## src/rename_pkg.sv

```systemverilog
// Shared widths, bus structs and ROB entry state for the rename slice; referenced by scoped names
package rename_pkg;

    // ----------------------------------------
    // Sizes
    // ----------------------------------------

    // Data path width
    localparam int XLEN       = 32;
    // Architectural register count and index width
    localparam int ARCH_REGS  = 32;
    localparam int REG_ADDR_W = 5;
    // Reorder buffer depth, tag indexes an entry directly
    localparam int ROB_SIZE   = 8;
    localparam int TAG_W      = 3;

    // ----------------------------------------
    // Bus types
    // ----------------------------------------

    // Decoded instruction from the front end
    typedef struct packed {
        logic                  valid;
        logic [REG_ADDR_W-1:0] rs1;
        logic [REG_ADDR_W-1:0] rs2;
        logic [REG_ADDR_W-1:0] rd;
        logic                  rd_we;
    } decode_req_t;

    // One renamed source operand
    // Value is valid when waiting is low, otherwise tag names the producer
    typedef struct packed {
        logic [XLEN-1:0]  value;
        logic [TAG_W-1:0] tag;
        logic             waiting;
    } operand_t;

    // Renamed instruction sent on to issue
    typedef struct packed {
        logic                  valid;
        logic [TAG_W-1:0]      tag;
        logic [REG_ADDR_W-1:0] rd;
        // Already cleared for x0
        logic                  rd_we;
        operand_t              op1;
        operand_t              op2;
    } dispatch_t;

    // Result bus, one broadcast per cycle
    typedef struct packed {
        logic             valid;
        logic [TAG_W-1:0] tag;
        logic [XLEN-1:0]  data;
    } result_t;

    // Retiring instruction from the ROB head
    typedef struct packed {
        logic                  valid;
        logic [TAG_W-1:0]      tag;
        logic [REG_ADDR_W-1:0] rd;
        logic                  rd_we;
        logic [XLEN-1:0]       data;
    } commit_t;

    // State of one ROB entry
    typedef enum logic [1:0] {
        ROB_FREE    = 2'd0,
        ROB_PENDING = 2'd1,
        ROB_DONE    = 2'd2
    } rob_state_e;

endpackage

```

## src/arch_reg_file.sv

```systemverilog
// Architectural register file: committed state, two combinational reads and one commit write
`timescale 1ns/1ps

module arch_reg_file (
    input  logic                                clk_i,
    input  logic                                rst_ni,
    input  logic [rename_pkg::REG_ADDR_W-1:0]   rs1_i,
    input  logic [rename_pkg::REG_ADDR_W-1:0]   rs2_i,
    output logic [rename_pkg::XLEN-1:0]         rd1_data_o,
    output logic [rename_pkg::XLEN-1:0]         rd2_data_o,
    input  rename_pkg::commit_t                 commit_i
);

    // x1..x31, x0 has no storage
    logic [rename_pkg::XLEN-1:0] regs_q [1:rename_pkg::ARCH_REGS-1];

    // Retired results only, speculative values never land here
    always_ff @(posedge clk_i or negedge rst_ni) begin
        if (!rst_ni) begin
            for (int i = 1; i < rename_pkg::ARCH_REGS; i++) begin
                regs_q[i] <= '0;
            end
        end else if (commit_i.valid && commit_i.rd_we && (commit_i.rd != '0)) begin
            regs_q[commit_i.rd] <= commit_i.data;
        end
    end

    // Read ports, x0 hardwired to zero
    assign rd1_data_o = (rs1_i == '0) ? '0 : regs_q[rs1_i];
    assign rd2_data_o = (rs2_i == '0) ? '0 : regs_q[rs2_i];

endmodule

```

## src/register_renaming.sv

```systemverilog
// Rename stage: map table, snooping PRF and operand fetch for one instruction per cycle
`timescale 1ns/1ps

module register_renaming (
    input  logic                            clk_i,
    input  logic                            rst_ni,
    input  logic                            flush_i,
    input  rename_pkg::decode_req_t         decode_i,
    input  logic                            rob_ready_i,
    input  logic [rename_pkg::TAG_W-1:0]    new_tag_i,
    input  logic [rename_pkg::XLEN-1:0]     rd1_data_i,
    input  logic [rename_pkg::XLEN-1:0]     rd2_data_i,
    input  rename_pkg::result_t             result_i,
    input  rename_pkg::commit_t             commit_i,
    output rename_pkg::dispatch_t           dispatch_o
);

    // ----------------------------------------
    // State
    // ----------------------------------------

    // Map table, busy means an in-flight producer owns the register
    logic [rename_pkg::ARCH_REGS-1:0]                        map_busy_q;
    logic [rename_pkg::ARCH_REGS-1:0]                        map_busy_d;
    logic [rename_pkg::ARCH_REGS-1:0][rename_pkg::TAG_W-1:0] map_tag_q;
    logic [rename_pkg::ARCH_REGS-1:0][rename_pkg::TAG_W-1:0] map_tag_d;

    // PRF indexed by ROB tag, filled from the result bus
    logic [rename_pkg::XLEN-1:0]     prf_data_q [rename_pkg::ROB_SIZE];
    logic [rename_pkg::ROB_SIZE-1:0] prf_ready_q;
    logic [rename_pkg::ROB_SIZE-1:0] prf_ready_d;

    // Producer tags currently mapped to each source
    logic [rename_pkg::TAG_W-1:0] rs1_tag;
    logic [rename_pkg::TAG_W-1:0] rs2_tag;

    // Rename of rd happens this cycle
    logic do_map;

    // ----------------------------------------
    // Operand fetch
    // ----------------------------------------

    // Three-way choice: ARF value, PRF value, or wait on tag
    function automatic rename_pkg::operand_t fetch_operand(
        input logic [rename_pkg::REG_ADDR_W-1:0] rs,
        input logic [rename_pkg::XLEN-1:0]       arch_data,
        input logic                              busy,
        input logic [rename_pkg::TAG_W-1:0]      tag,
        input logic                              tag_ready,
        input logic [rename_pkg::XLEN-1:0]       tag_data
    );
        rename_pkg::operand_t op;
        op = '0;
        if (!busy || (rs == '0)) begin
            // Unmapped, committed value holds
            op.value = arch_data;
        end else if (tag_ready) begin
            // Producer finished but not yet retired
            op.value = tag_data;
        end else begin
            op.tag     = tag;
            op.waiting = 1'b1;
        end
        return op;
    endfunction

    assign rs1_tag = map_tag_q[decode_i.rs1];
    assign rs2_tag = map_tag_q[decode_i.rs2];

    always_comb begin
        // Valid only with a free ROB entry, decode holds otherwise
        dispatch_o.valid = decode_i.valid && rob_ready_i;
        dispatch_o.tag   = new_tag_i;
        dispatch_o.rd    = decode_i.rd;
        // Writes to x0 are dropped here
        dispatch_o.rd_we = decode_i.rd_we && (decode_i.rd != '0);
        dispatch_o.op1   = fetch_operand(decode_i.rs1, rd1_data_i,
                                         map_busy_q[decode_i.rs1], rs1_tag,
                                         prf_ready_q[rs1_tag], prf_data_q[rs1_tag]);
        dispatch_o.op2   = fetch_operand(decode_i.rs2, rd2_data_i,
                                         map_busy_q[decode_i.rs2], rs2_tag,
                                         prf_ready_q[rs2_tag], prf_data_q[rs2_tag]);
    end

    assign do_map = dispatch_o.valid && dispatch_o.rd_we;

    // ----------------------------------------
    // Next state
    // ----------------------------------------

    always_comb begin
        map_busy_d  = map_busy_q;
        map_tag_d   = map_tag_q;
        prf_ready_d = prf_ready_q;

        // Result snoop, visible to operand fetch from the next cycle
        if (result_i.valid) begin
            prf_ready_d[result_i.tag] = 1'b1;
        end

        // Retire frees the mapping only if no younger writer took over
        if (commit_i.valid && commit_i.rd_we &&
            map_busy_q[commit_i.rd] && (map_tag_q[commit_i.rd] == commit_i.tag)) begin
            map_busy_d[commit_i.rd] = 1'b0;
        end

        // New mapping last so it wins over a same-rd commit
        if (do_map) begin
            map_busy_d[dispatch_o.rd] = 1'b1;
            map_tag_d[dispatch_o.rd]  = new_tag_i;
            prf_ready_d[new_tag_i]    = 1'b0;
        end
    end

    // Control state, flush drops every mapping and ready bit
    always_ff @(posedge clk_i or negedge rst_ni) begin
        if (!rst_ni) begin
            map_busy_q  <= '0;
            map_tag_q   <= '0;
            prf_ready_q <= '0;
        end else if (flush_i) begin
            map_busy_q  <= '0;
            map_tag_q   <= '0;
            prf_ready_q <= '0;
        end else begin
            map_busy_q  <= map_busy_d;
            map_tag_q   <= map_tag_d;
            prf_ready_q <= prf_ready_d;
        end
    end

    // PRF payload
    always_ff @(posedge clk_i) begin
        if (result_i.valid) begin
            prf_data_q[result_i.tag] <= result_i.data;
        end
    end

endmodule

```

## src/reorder_buffer.sv

```systemverilog
// Reorder buffer: allocates tags on dispatch, records results and retires the head in order
`timescale 1ns/1ps

module reorder_buffer (
    input  logic                            clk_i,
    input  logic                            rst_ni,
    input  logic                            flush_i,
    input  rename_pkg::dispatch_t           dispatch_i,
    input  rename_pkg::result_t             result_i,
    output logic                            rob_ready_o,
    output logic [rename_pkg::TAG_W-1:0]    new_tag_o,
    output rename_pkg::commit_t             commit_o
);

    // ----------------------------------------
    // Storage
    // ----------------------------------------

    // Entry state, the only per-entry control
    rename_pkg::rob_state_e state_q [rename_pkg::ROB_SIZE];

    // Entry payload
    logic [rename_pkg::REG_ADDR_W-1:0] rd_q    [rename_pkg::ROB_SIZE];
    logic                              rd_we_q [rename_pkg::ROB_SIZE];
    logic [rename_pkg::XLEN-1:0]       data_q  [rename_pkg::ROB_SIZE];

    // Ring pointers, wrap naturally with a power-of-two depth
    logic [rename_pkg::TAG_W-1:0] head_q;
    logic [rename_pkg::TAG_W-1:0] tail_q;
    // One extra bit so a full ring is distinct from empty
    logic [rename_pkg::TAG_W:0]   count_q;
    logic [rename_pkg::TAG_W:0]   count_d;

    logic alloc;
    logic retire;
    logic result_hit;

    // ----------------------------------------
    // Control
    // ----------------------------------------

    assign rob_ready_o = (count_q != rename_pkg::ROB_SIZE);
    // Next instruction takes the tail slot
    assign new_tag_o   = tail_q;

    // Rename stage already gated valid with rob_ready_o
    assign alloc  = dispatch_i.valid;
    assign retire = commit_o.valid;

    // Stale results for freed entries are ignored
    assign result_hit = result_i.valid && (state_q[result_i.tag] == rename_pkg::ROB_PENDING);

    assign count_d = count_q + {{rename_pkg::TAG_W{1'b0}}, alloc}
                             - {{rename_pkg::TAG_W{1'b0}}, retire};

    // Head retires once its result is in
    always_comb begin
        commit_o.valid = (state_q[head_q] == rename_pkg::ROB_DONE);
        commit_o.tag   = head_q;
        commit_o.rd    = rd_q[head_q];
        commit_o.rd_we = rd_we_q[head_q];
        commit_o.data  = data_q[head_q];
    end

    always_ff @(posedge clk_i or negedge rst_ni) begin
        if (!rst_ni) begin
            for (int i = 0; i < rename_pkg::ROB_SIZE; i++) begin
                state_q[i] <= rename_pkg::ROB_FREE;
            end
            head_q  <= '0;
            tail_q  <= '0;
            count_q <= '0;
        end else if (flush_i) begin
            // Drop everything in flight
            for (int i = 0; i < rename_pkg::ROB_SIZE; i++) begin
                state_q[i] <= rename_pkg::ROB_FREE;
            end
            head_q  <= '0;
            tail_q  <= '0;
            count_q <= '0;
        end else begin
            // Result targets a pending entry, never the retiring head
            if (result_hit) begin
                state_q[result_i.tag] <= rename_pkg::ROB_DONE;
            end
            if (retire) begin
                state_q[head_q] <= rename_pkg::ROB_FREE;
                head_q          <= head_q + 1'b1;
            end
            // Tail equals head only when empty or full, so no clash with retire
            if (alloc) begin
                state_q[tail_q] <= rename_pkg::ROB_PENDING;
                tail_q          <= tail_q + 1'b1;
            end
            count_q <= count_d;
        end
    end

    // ----------------------------------------
    // Payload
    // ----------------------------------------

    always_ff @(posedge clk_i) begin
        if (alloc) begin
            rd_q[tail_q]    <= dispatch_i.rd;
            rd_we_q[tail_q] <= dispatch_i.rd_we;
        end
        if (result_hit) begin
            data_q[result_i.tag] <= result_i.data;
        end
    end

endmodule

```

## src/ooo_rename_top.sv

```systemverilog
// Top level of the rename and retirement slice: rename stage, ROB and architectural file
`timescale 1ns/1ps

module ooo_rename_top (
    input  logic                        clk_i,
    input  logic                        rst_ni,
    input  logic                        flush_i,
    input  rename_pkg::decode_req_t     decode_i,
    input  rename_pkg::result_t         result_i,
    output rename_pkg::dispatch_t       dispatch_o,
    output rename_pkg::commit_t         commit_o
);

    // ----------------------------------------
    // Internal wires
    // ----------------------------------------

    // ROB to rename
    logic                         rob_ready;
    logic [rename_pkg::TAG_W-1:0] new_tag;

    // ARF reads at rs1 and rs2
    logic [rename_pkg::XLEN-1:0]  rd1_data;
    logic [rename_pkg::XLEN-1:0]  rd2_data;

    // ----------------------------------------
    // Instances
    // ----------------------------------------

    register_renaming u_rename (
        .clk_i       (clk_i),
        .rst_ni      (rst_ni),
        .flush_i     (flush_i),
        .decode_i    (decode_i),
        .rob_ready_i (rob_ready),
        .new_tag_i   (new_tag),
        .rd1_data_i  (rd1_data),
        .rd2_data_i  (rd2_data),
        .result_i    (result_i),
        .commit_i    (commit_o),
        .dispatch_o  (dispatch_o)
    );

    // Allocation follows the dispatch valid bit
    reorder_buffer u_rob (
        .clk_i       (clk_i),
        .rst_ni      (rst_ni),
        .flush_i     (flush_i),
        .dispatch_i  (dispatch_o),
        .result_i    (result_i),
        .rob_ready_o (rob_ready),
        .new_tag_o   (new_tag),
        .commit_o    (commit_o)
    );

    // Flush does not reach committed state
    arch_reg_file u_arf (
        .clk_i       (clk_i),
        .rst_ni      (rst_ni),
        .rs1_i       (decode_i.rs1),
        .rs2_i       (decode_i.rs2),
        .rd1_data_o  (rd1_data),
        .rd2_data_o  (rd2_data),
        .commit_i    (commit_o)
    );

endmodule

```

## config.mk

```make
export PLATFORM = sky130hd
export DESIGN_NAME = ooo_rename_top
export DESIGN_NICKNAME = d
export VERILOG_FILES = /design/src/rename_pkg.sv /design/src/arch_reg_file.sv /design/src/register_renaming.sv /design/src/reorder_buffer.sv /design/src/ooo_rename_top.sv
export SDC_FILE = /design/constraint.sdc
export NUM_CORES = 2
export LEC_CHECK = 0
export BUFFER_PORTS_ARGS = -buffer_cell sky130_fd_sc_hd__buf_2
export CORE_UTILIZATION = 31
export DETAILED_ROUTE_END_ITERATION = 10
export HOLD_SLACK_MARGIN = 0.12
export PLACE_DENSITY = 0.53
export SLEW_MARGIN = 20
export SYNTH_ARGS = -nofsm -noshare
export SYNTH_HDL_FRONTEND = slang
export SYNTH_SLANG_ARGS = --single-unit
export TNS_END_PERCENT = 20
```

## constraint.sdc

```tcl
create_clock -name clk_i -period 8.6 [get_ports clk_i]
set_input_delay 0.86 -clock clk_i [delete_from_list [all_inputs] [get_ports clk_i]]
set_output_delay 0.86 -clock clk_i [all_outputs]
set_load 0.02 [all_outputs]
```

Word level (Yosys, flattened, before mapping)
Memories as Yosys holds them, arrays and structs flattened.
Cells that the tools add are included.
{ "classes": {"addsub": 4, "n_lt_le_gt_ge": 22, "eq_ne": 4, "n_mux": 83, "bitwise_logic": 20, "reduce_logical": 27} }
{ "ops": {"columns": ["cell", "count"], "rows": [
  ["992-bit bitwise mux", 1],
  ["32-bit 2-to-1 mux", 14],
  ["32-bit binary-select mux with 5-bit select", 2],
  ["96-bit 2-to-1 mux", 2],
  ["32-bit demux with 5-bit select", 1],
  ["96-bit bitwise mux", 1],
  ["16-bit 2-to-1 mux", 6],
  ["3-bit binary-select mux with 5-bit select", 3],
  ["32-bit AND", 1],
  ["32-bit inverter", 1],
  ["32-bit OR", 1],
  ["8-bit AND", 3],
  ["5-bit by 6-bit less-than comparator with 1-bit output (second input constant)", 4],
  ["3-bit 2-to-1 mux", 8],
  ["8-bit 2-to-1 mux", 3],
  ["8-bit inverter", 3],
  ["8-bit OR", 3],
  ["4-bit 2-to-1 mux", 5],
  ["2-bit demux with 3-bit select", 3],
  ["6-bit greater-or-equal comparator (second input constant)", 3],
  ["5-bit inverter with 6-bit output", 3],
  ["16-bit AND", 1],
  ["1-bit logical AND", 16],
  ["3-bit by 4-bit less-than comparator with 1-bit output (second input constant)", 4],
  ["27 further kinds", 68]
]} }
{ "word_totals": {"ff_bits": 1154, "ramBits": 560, "input_bits": 56, "output_inout_bits": 124, "wordCells": 240, "memories": 4} }
{ "mem_list": {"columns": ["name", "depth", "word_bits", "rd", "rd_clocked_by_memory_dff", "wr", "line_no", "rtl"], "rows": [
  ["u_rename.prf_data_q", 8, 32, 2, 0, 1, "register_renaming.sv:29", "logic [rename_pkg::XLEN-1:0] prf_data_q [rename_pkg::ROB_SIZE];"],
  ["u_rob.data_q", 8, 32, 1, 0, 1, "reorder_buffer.sv:25", "logic [rename_pkg::XLEN-1:0] data_q [rename_pkg::ROB_SIZE];"],
  ["u_rob.rd_q", 8, 5, 1, 0, 1, "reorder_buffer.sv:23", "logic [rename_pkg::REG_ADDR_W-1:0] rd_q [rename_pkg::ROB_SIZE];"],
  ["u_rob.rd_we_q", 8, 1, 1, 0, 1, "reorder_buffer.sv:24", "logic rd_we_q [rename_pkg::ROB_SIZE];"]
]} }

Logic depth before layout (Yosys ltp)
{ "depth": {"ltp_word": 15, "depth_mapped": 17, "mapped_depth_nobuf": 11} }

Modules after synthesis
A second synthesis with hierarchy kept.
{ "hier_totals": {"cells_unflattened": 6306, "hier_area_um2": 88157.0} }
{ "by_module_without_submodules": {"columns": ["mod", "instances", "cells_per_inst", "area_per_inst_um2", "seq_area_each_um2"], "rows": [
  ["arch_reg_file", 1, 3756, 53490.1, 24823.8],
  ["register_renaming", 1, 1840, 22283.9, 11090.6],
  ["reorder_buffer", 1, 710, 12383.1, 9779.4]
]} }

Least setup slack after synthesis
No wires, ideal clock.
{ "synth_timing": {"kind": "input-to-output", "startpoint": "input port decode_i[11] (netlist name)", "endpoint": "output port dispatch_o[40] (netlist name)", "arrival_ps": 3965, "required_ps": 7740, "slack_ps": 3775, "cell_stages": 10, "n_path_buf": 5, "cell_sequence": "buf_2 buf_2 buf_2 mux4_2 mux4_2 mux2i_1 buf_2 buf_1 a21oi_1 o22ai_1"} }
{ "synth_rtl": {"columns": ["item", "line_no", "rtl"], "rows": [
  ["start: declaration", "ooo_rename_top.sv:8", "input rename_pkg::decode_req_t decode_i,"],
  ["end: declaration", "ooo_rename_top.sv:10", "output rename_pkg::dispatch_t dispatch_o,"]
]} }

==> reports/metrics.csv <==
stage,metric,value,unit
global_routing,gr-usage-met3,3.82,%
die,core.rowCount,192,
clock_network,post_cts.resized_instances,0,
synth,post-synth-top-area-cell,sky130_fd_sc_hd__dfrtp_1,
setup_path,worst-endpoint-required,7.74,ns
setup_path,timing.setup.critical_path_class,in -> out,
sta,period_needed,6.49,ns
placement,numPlacedInstances,10331,
detailed_routing,postRouteAntennaNets,0,
global_routing,grt_start_max_net_pins,156,
setup_path,r2r.worst_path.cells,10,
synth,ys_warn_count,0,
setup_path,crit_arrival,5.63,ns
global_routing,overflow,0,
synth,ys_top_cells_by_area,"sky130_fd_sc_hd__dfrtp_1 34%, sky130_fd_sc_hd__edfxtp_1 20%, sky130_fd_sc_hd__mux4_2 18%",
synth,proportion_of_synthesized_chip_area_in_sequential_cells,53.4,%
setup_path,critical_path.endpoint,dispatch_o[49],
global_routing,first_global_vias,60132,
clock_network,numClockSinks,1714,
synth,synth_top_area_share,33.7,%
setup_path,cp-startpoint,decode_i[11],
clock_network,cts_tree,built,
synth,ys_async_sr_fraction,67.3,%
synth,postSynthNetCount,7066,
layout,nFillCells,26615,
setup_path,path_cells,buf_8 > mux4_2 > mux4_2 > mux2i_4 > buf_12 > buf_4 > mux2i_1 > a211oi_1 > a21oi_1 > o22ai_1 > buf_2,
clock_network,path_clk_slew,0.06,ns
global_routing,global_route.peak_usage_layer,met2,
synth,synth.distinct_cells,86,
power,pwr_density_cell,188,nW/um2
synth,synth_common_cells,"1154 x sky130_fd_sc_hd__dfrtp_1, 774 x sky130_fd_sc_hd__nor2_1, 766 x sky130_fd_sc_hd__a21oi_1",
status,run_status,finished clean,
sta,report.final.setup_viol,0,
synth,synth_enable_flop_cells,560,
die,floorplan.die.height,528,um
synth,post-synth-top-count-cell,sky130_fd_sc_hd__dfrtp_1,
global_routing,initial_antenna_violation_count,20,
setup_path,worstSetupStartpointType,input pin,
setup_path,cp_max_fo,133,
synth,synth_top_flop_cell,sky130_fd_sc_hd__dfrtp_1,
detailed_routing,postRouteWirelength,300000,um
setup_path,crit-reg2reg-capture,u_arf.regs_q[355],
synth,post_synth_design_cell_area,85600,um2
sta,finalHoldViolCount,0,
sta,final_max_slew_viol_count,0,
global_routing,grt_pass1_wl,436000,um
power,max-vdd-ir-drop,0.131,mV
synth,yosys_register_bits,1714,
clock_network,numCtsBuffers,185,
global_routing,grt_use_met1,28.2,%
global_routing,grt_use_met2,34.1,%
layout,synthToLayoutAreaGrowth,12.6,%
setup_path,r2r-start,u_rob.head_q[2],
setup_path,slowest_stage,sky130_fd_sc_hd__buf_4,
layout,fin_nets,6897,
detailed_routing,drtPass1Iterations,5,
sta,rsz0062_at_grt,no,
setup_path,buffer_and_inverter_count_on_the_worst_path,4,
layout,postLayoutCoreUtil,35.2,%
layout,final_layout_size_suffix_gt1_share,21.0,%
sta,timing.final.crit_share,75.4,%
setup_path,slowest_delay,0.74,ns
setup_path,setup.reg_to_reg.worst_slack,2.97,ns
setup_path,critical-path-top-cell-by-count,sky130_fd_sc_hd__mux4_2,
setup_path,cp_top_family,buffers and inverters,
sta,worst_clock_skew,0.0888,ns
power,static-leakage-power,38.6,nW
clock_network,clock_tree.htree_level_count,4,
job,max_cap_violations,0,
detailed_routing,vias,60433,
placement,dp_hpwl,181000,um
layout,finalNonFillerCells,10667,
detailed_routing,number_of_violations_reported_at_the_end_of_detailed_routing_iteration_0,6398,
setup_path,critical_path_depth,11,
detailed_routing,via_per_inst,5.67,
sta,slew_headroom,24.6,%
placement,port_buffers,179,
die,core_region_area,274000,um2
global_routing,track_usage,21.3,%
worst_hold_path,hp-class,in -> reg,
die,initial_core_util,31.2,%
sta,timing.fmax,0.154,GHz
worst_hold_path,worst_hold_path.num_cells,1,
worst_hold_path,hold_path_startpoint,result_i[27],
setup_path,worst_setup_path_end_kind,output port,
clock_network,clock_tree.root_cell,sky130_fd_sc_hd__clkbuf_16,
die,count_of_pins_on_the_block_boundary,180,
sta,fin_setup_tns,0,ns
synth,postSynthCellCount,7002,
die,horizontal_extent_of_the_die,528,um
sta,worstMarginPinSlew,1.13,ns
detailed_routing,route.detailed.drc,0,
layout,regArea,45700,um2
placement,place_congestion,0.870,
clock_network,worstSkewPairLatency,0.87,ns
detailed_routing,drt-wirelength-per-cell,28.2,um
synth,syn-mean-instance-area,12.2,um2
clock_network,buffer_levels_on_the_longest_clock_path,4,
die,fp.dieArea,278000,um2
power,totalPowerFinal,18.1,mW
layout,multi_input_area,37300,um2
[timing repair]
action / CTS / global route
endpoints found under the hold margin: 19 / 0
buffers inserted: 0 / 0
hold buffers: 1 / 0
[worst min-delay path by stage]
stage	slack (ns)	to
floorplan	0.46	u_arf.regs_q[160]
global placement	0.47	u_arf.regs_q[191]
detailed placement	0.49	u_arf.regs_q[171]
CTS	0.36	u_rob.data_q[0][27]
global route	0.39	u_rename.prf_data_q[0][27]
finish	0.41	u_rob.data_q[5][27]
[worst register-to-register path, stage by stage, from the launching register on]
cell and delay, ns:
sky130_fd_sc_hd__dfrtp_1 1.07, sky130_fd_sc_hd__inv_2 0.36, sky130_fd_sc_hd__mux2i_2 0.26, sky130_fd_sc_hd__buf_4 0.25, sky130_fd_sc_hd__inv_2 0.41, sky130_fd_sc_hd__nor2_1 0.26, sky130_fd_sc_hd__nand2_1 0.49, sky130_fd_sc_hd__or3b_1 0.66
sky130_fd_sc_hd__nor2_4 0.65, sky130_fd_sc_hd__buf_4 0.77, sky130_fd_sc_hd__a21oi_1 0.27
[per-layer routing]
metal | part of all wire [%] | wire length [um]
met4 | 4.9 | 14600
met2 | 47 | 141000
met3 | 7.5 | 22500
met5 | 0.019 | 56
met1 | 41 | 123000
[cell usage in the layout, fill, tap and decap left out, types with 36 or more instances in the layout]
cell	n
sky130_fd_sc_hd__clkinv_2	36
sky130_fd_sc_hd__clkbuf_16	191
sky130_fd_sc_hd__o21ai_0	432
sky130_fd_sc_hd__buf_4	151
sky130_fd_sc_hd__mux2i_1	289
sky130_fd_sc_hd__a211oi_1	236
sky130_fd_sc_hd__dfrtp_1	1153
sky130_fd_sc_hd__o22ai_1	67
sky130_fd_sc_hd__a22o_1	82
sky130_fd_sc_hd__mux4_2	667
sky130_fd_sc_hd__inv_1	46
sky130_fd_sc_hd__and3_1	52
sky130_fd_sc_hd__nor2b_1	147
sky130_fd_sc_hd__edfxtp_1	560
sky130_fd_sc_hd__nand2_1	533
sky130_fd_sc_hd__nor2_1	758
sky130_fd_sc_hd__buf_2	167
sky130_fd_sc_hd__a21oi_1	766
sky130_fd_sc_hd__a22oi_1	84
sky130_fd_sc_hd__nand3_1	44
sky130_fd_sc_hd__mux2_2	72
[cell families after synthesis]
| logic type | Yosys count | share of synthesized area (%) |
|---|---|---|
| XOR/XNOR | 7 | 0.0804 |
| multiplexers | 1038 | 22.0 |
| buffers and inverters | 758 | 3.56 |
| adder cells (fa/ha/maj) | 8 | 0.126 |
| flip-flops | 1714 | 53.4 |
| AO/OA/AOI/OAI | 1789 | 12.4 |
| AND/OR/NAND/NOR | 1688 | 8.49 |
[state kept, by name (all words and copies together) (netlist names), 16 cells and up]
name	cells
u_rob.state_q	16
u_rob.data_q	256
u_arf.regs_q	992
u_rob.rd_q	40
u_rename.prf_data_q	256
u_rename.map_busy_q	32
u_rename.map_tag_q	96
[per-stage QoR]
step / instance area (um2) / setup WS [ns] / hold WS (ns)
floorplan: 85600 / 3.77 / 0.461
global placement: 90200 / 2.19 / 0.472
detailed placement: 90200 / 2.22 / 0.485
CTS: 96400 / 2.22 / 0.360
global route: 96500 / 2.00 / 0.393
finish: 96500 / 2.11 / 0.406
[layout make-up]
type                    instances  area share [%]
diodes                          4          0.0104
clock buffers                 242            5.35
clock inverters                89            1.09
inverters                      58           0.226
multi-input cells            4530            38.6
flip-flops and latches       1714            47.4
well taps                    3686            4.78
repair buffers                344            2.53
[where the power goes]
group          internal [mW]  total (mW)  switching (mW)  leakage (nW)
Clock                   4.91        8.36            3.45          3.06
Sequential              8.52        8.56          0.0423          21.2
Combinational          0.327        1.19           0.863          14.4
Total                   13.8        18.1            4.35          38.6
Note: power is estimated with default switching activity, not from simulation.
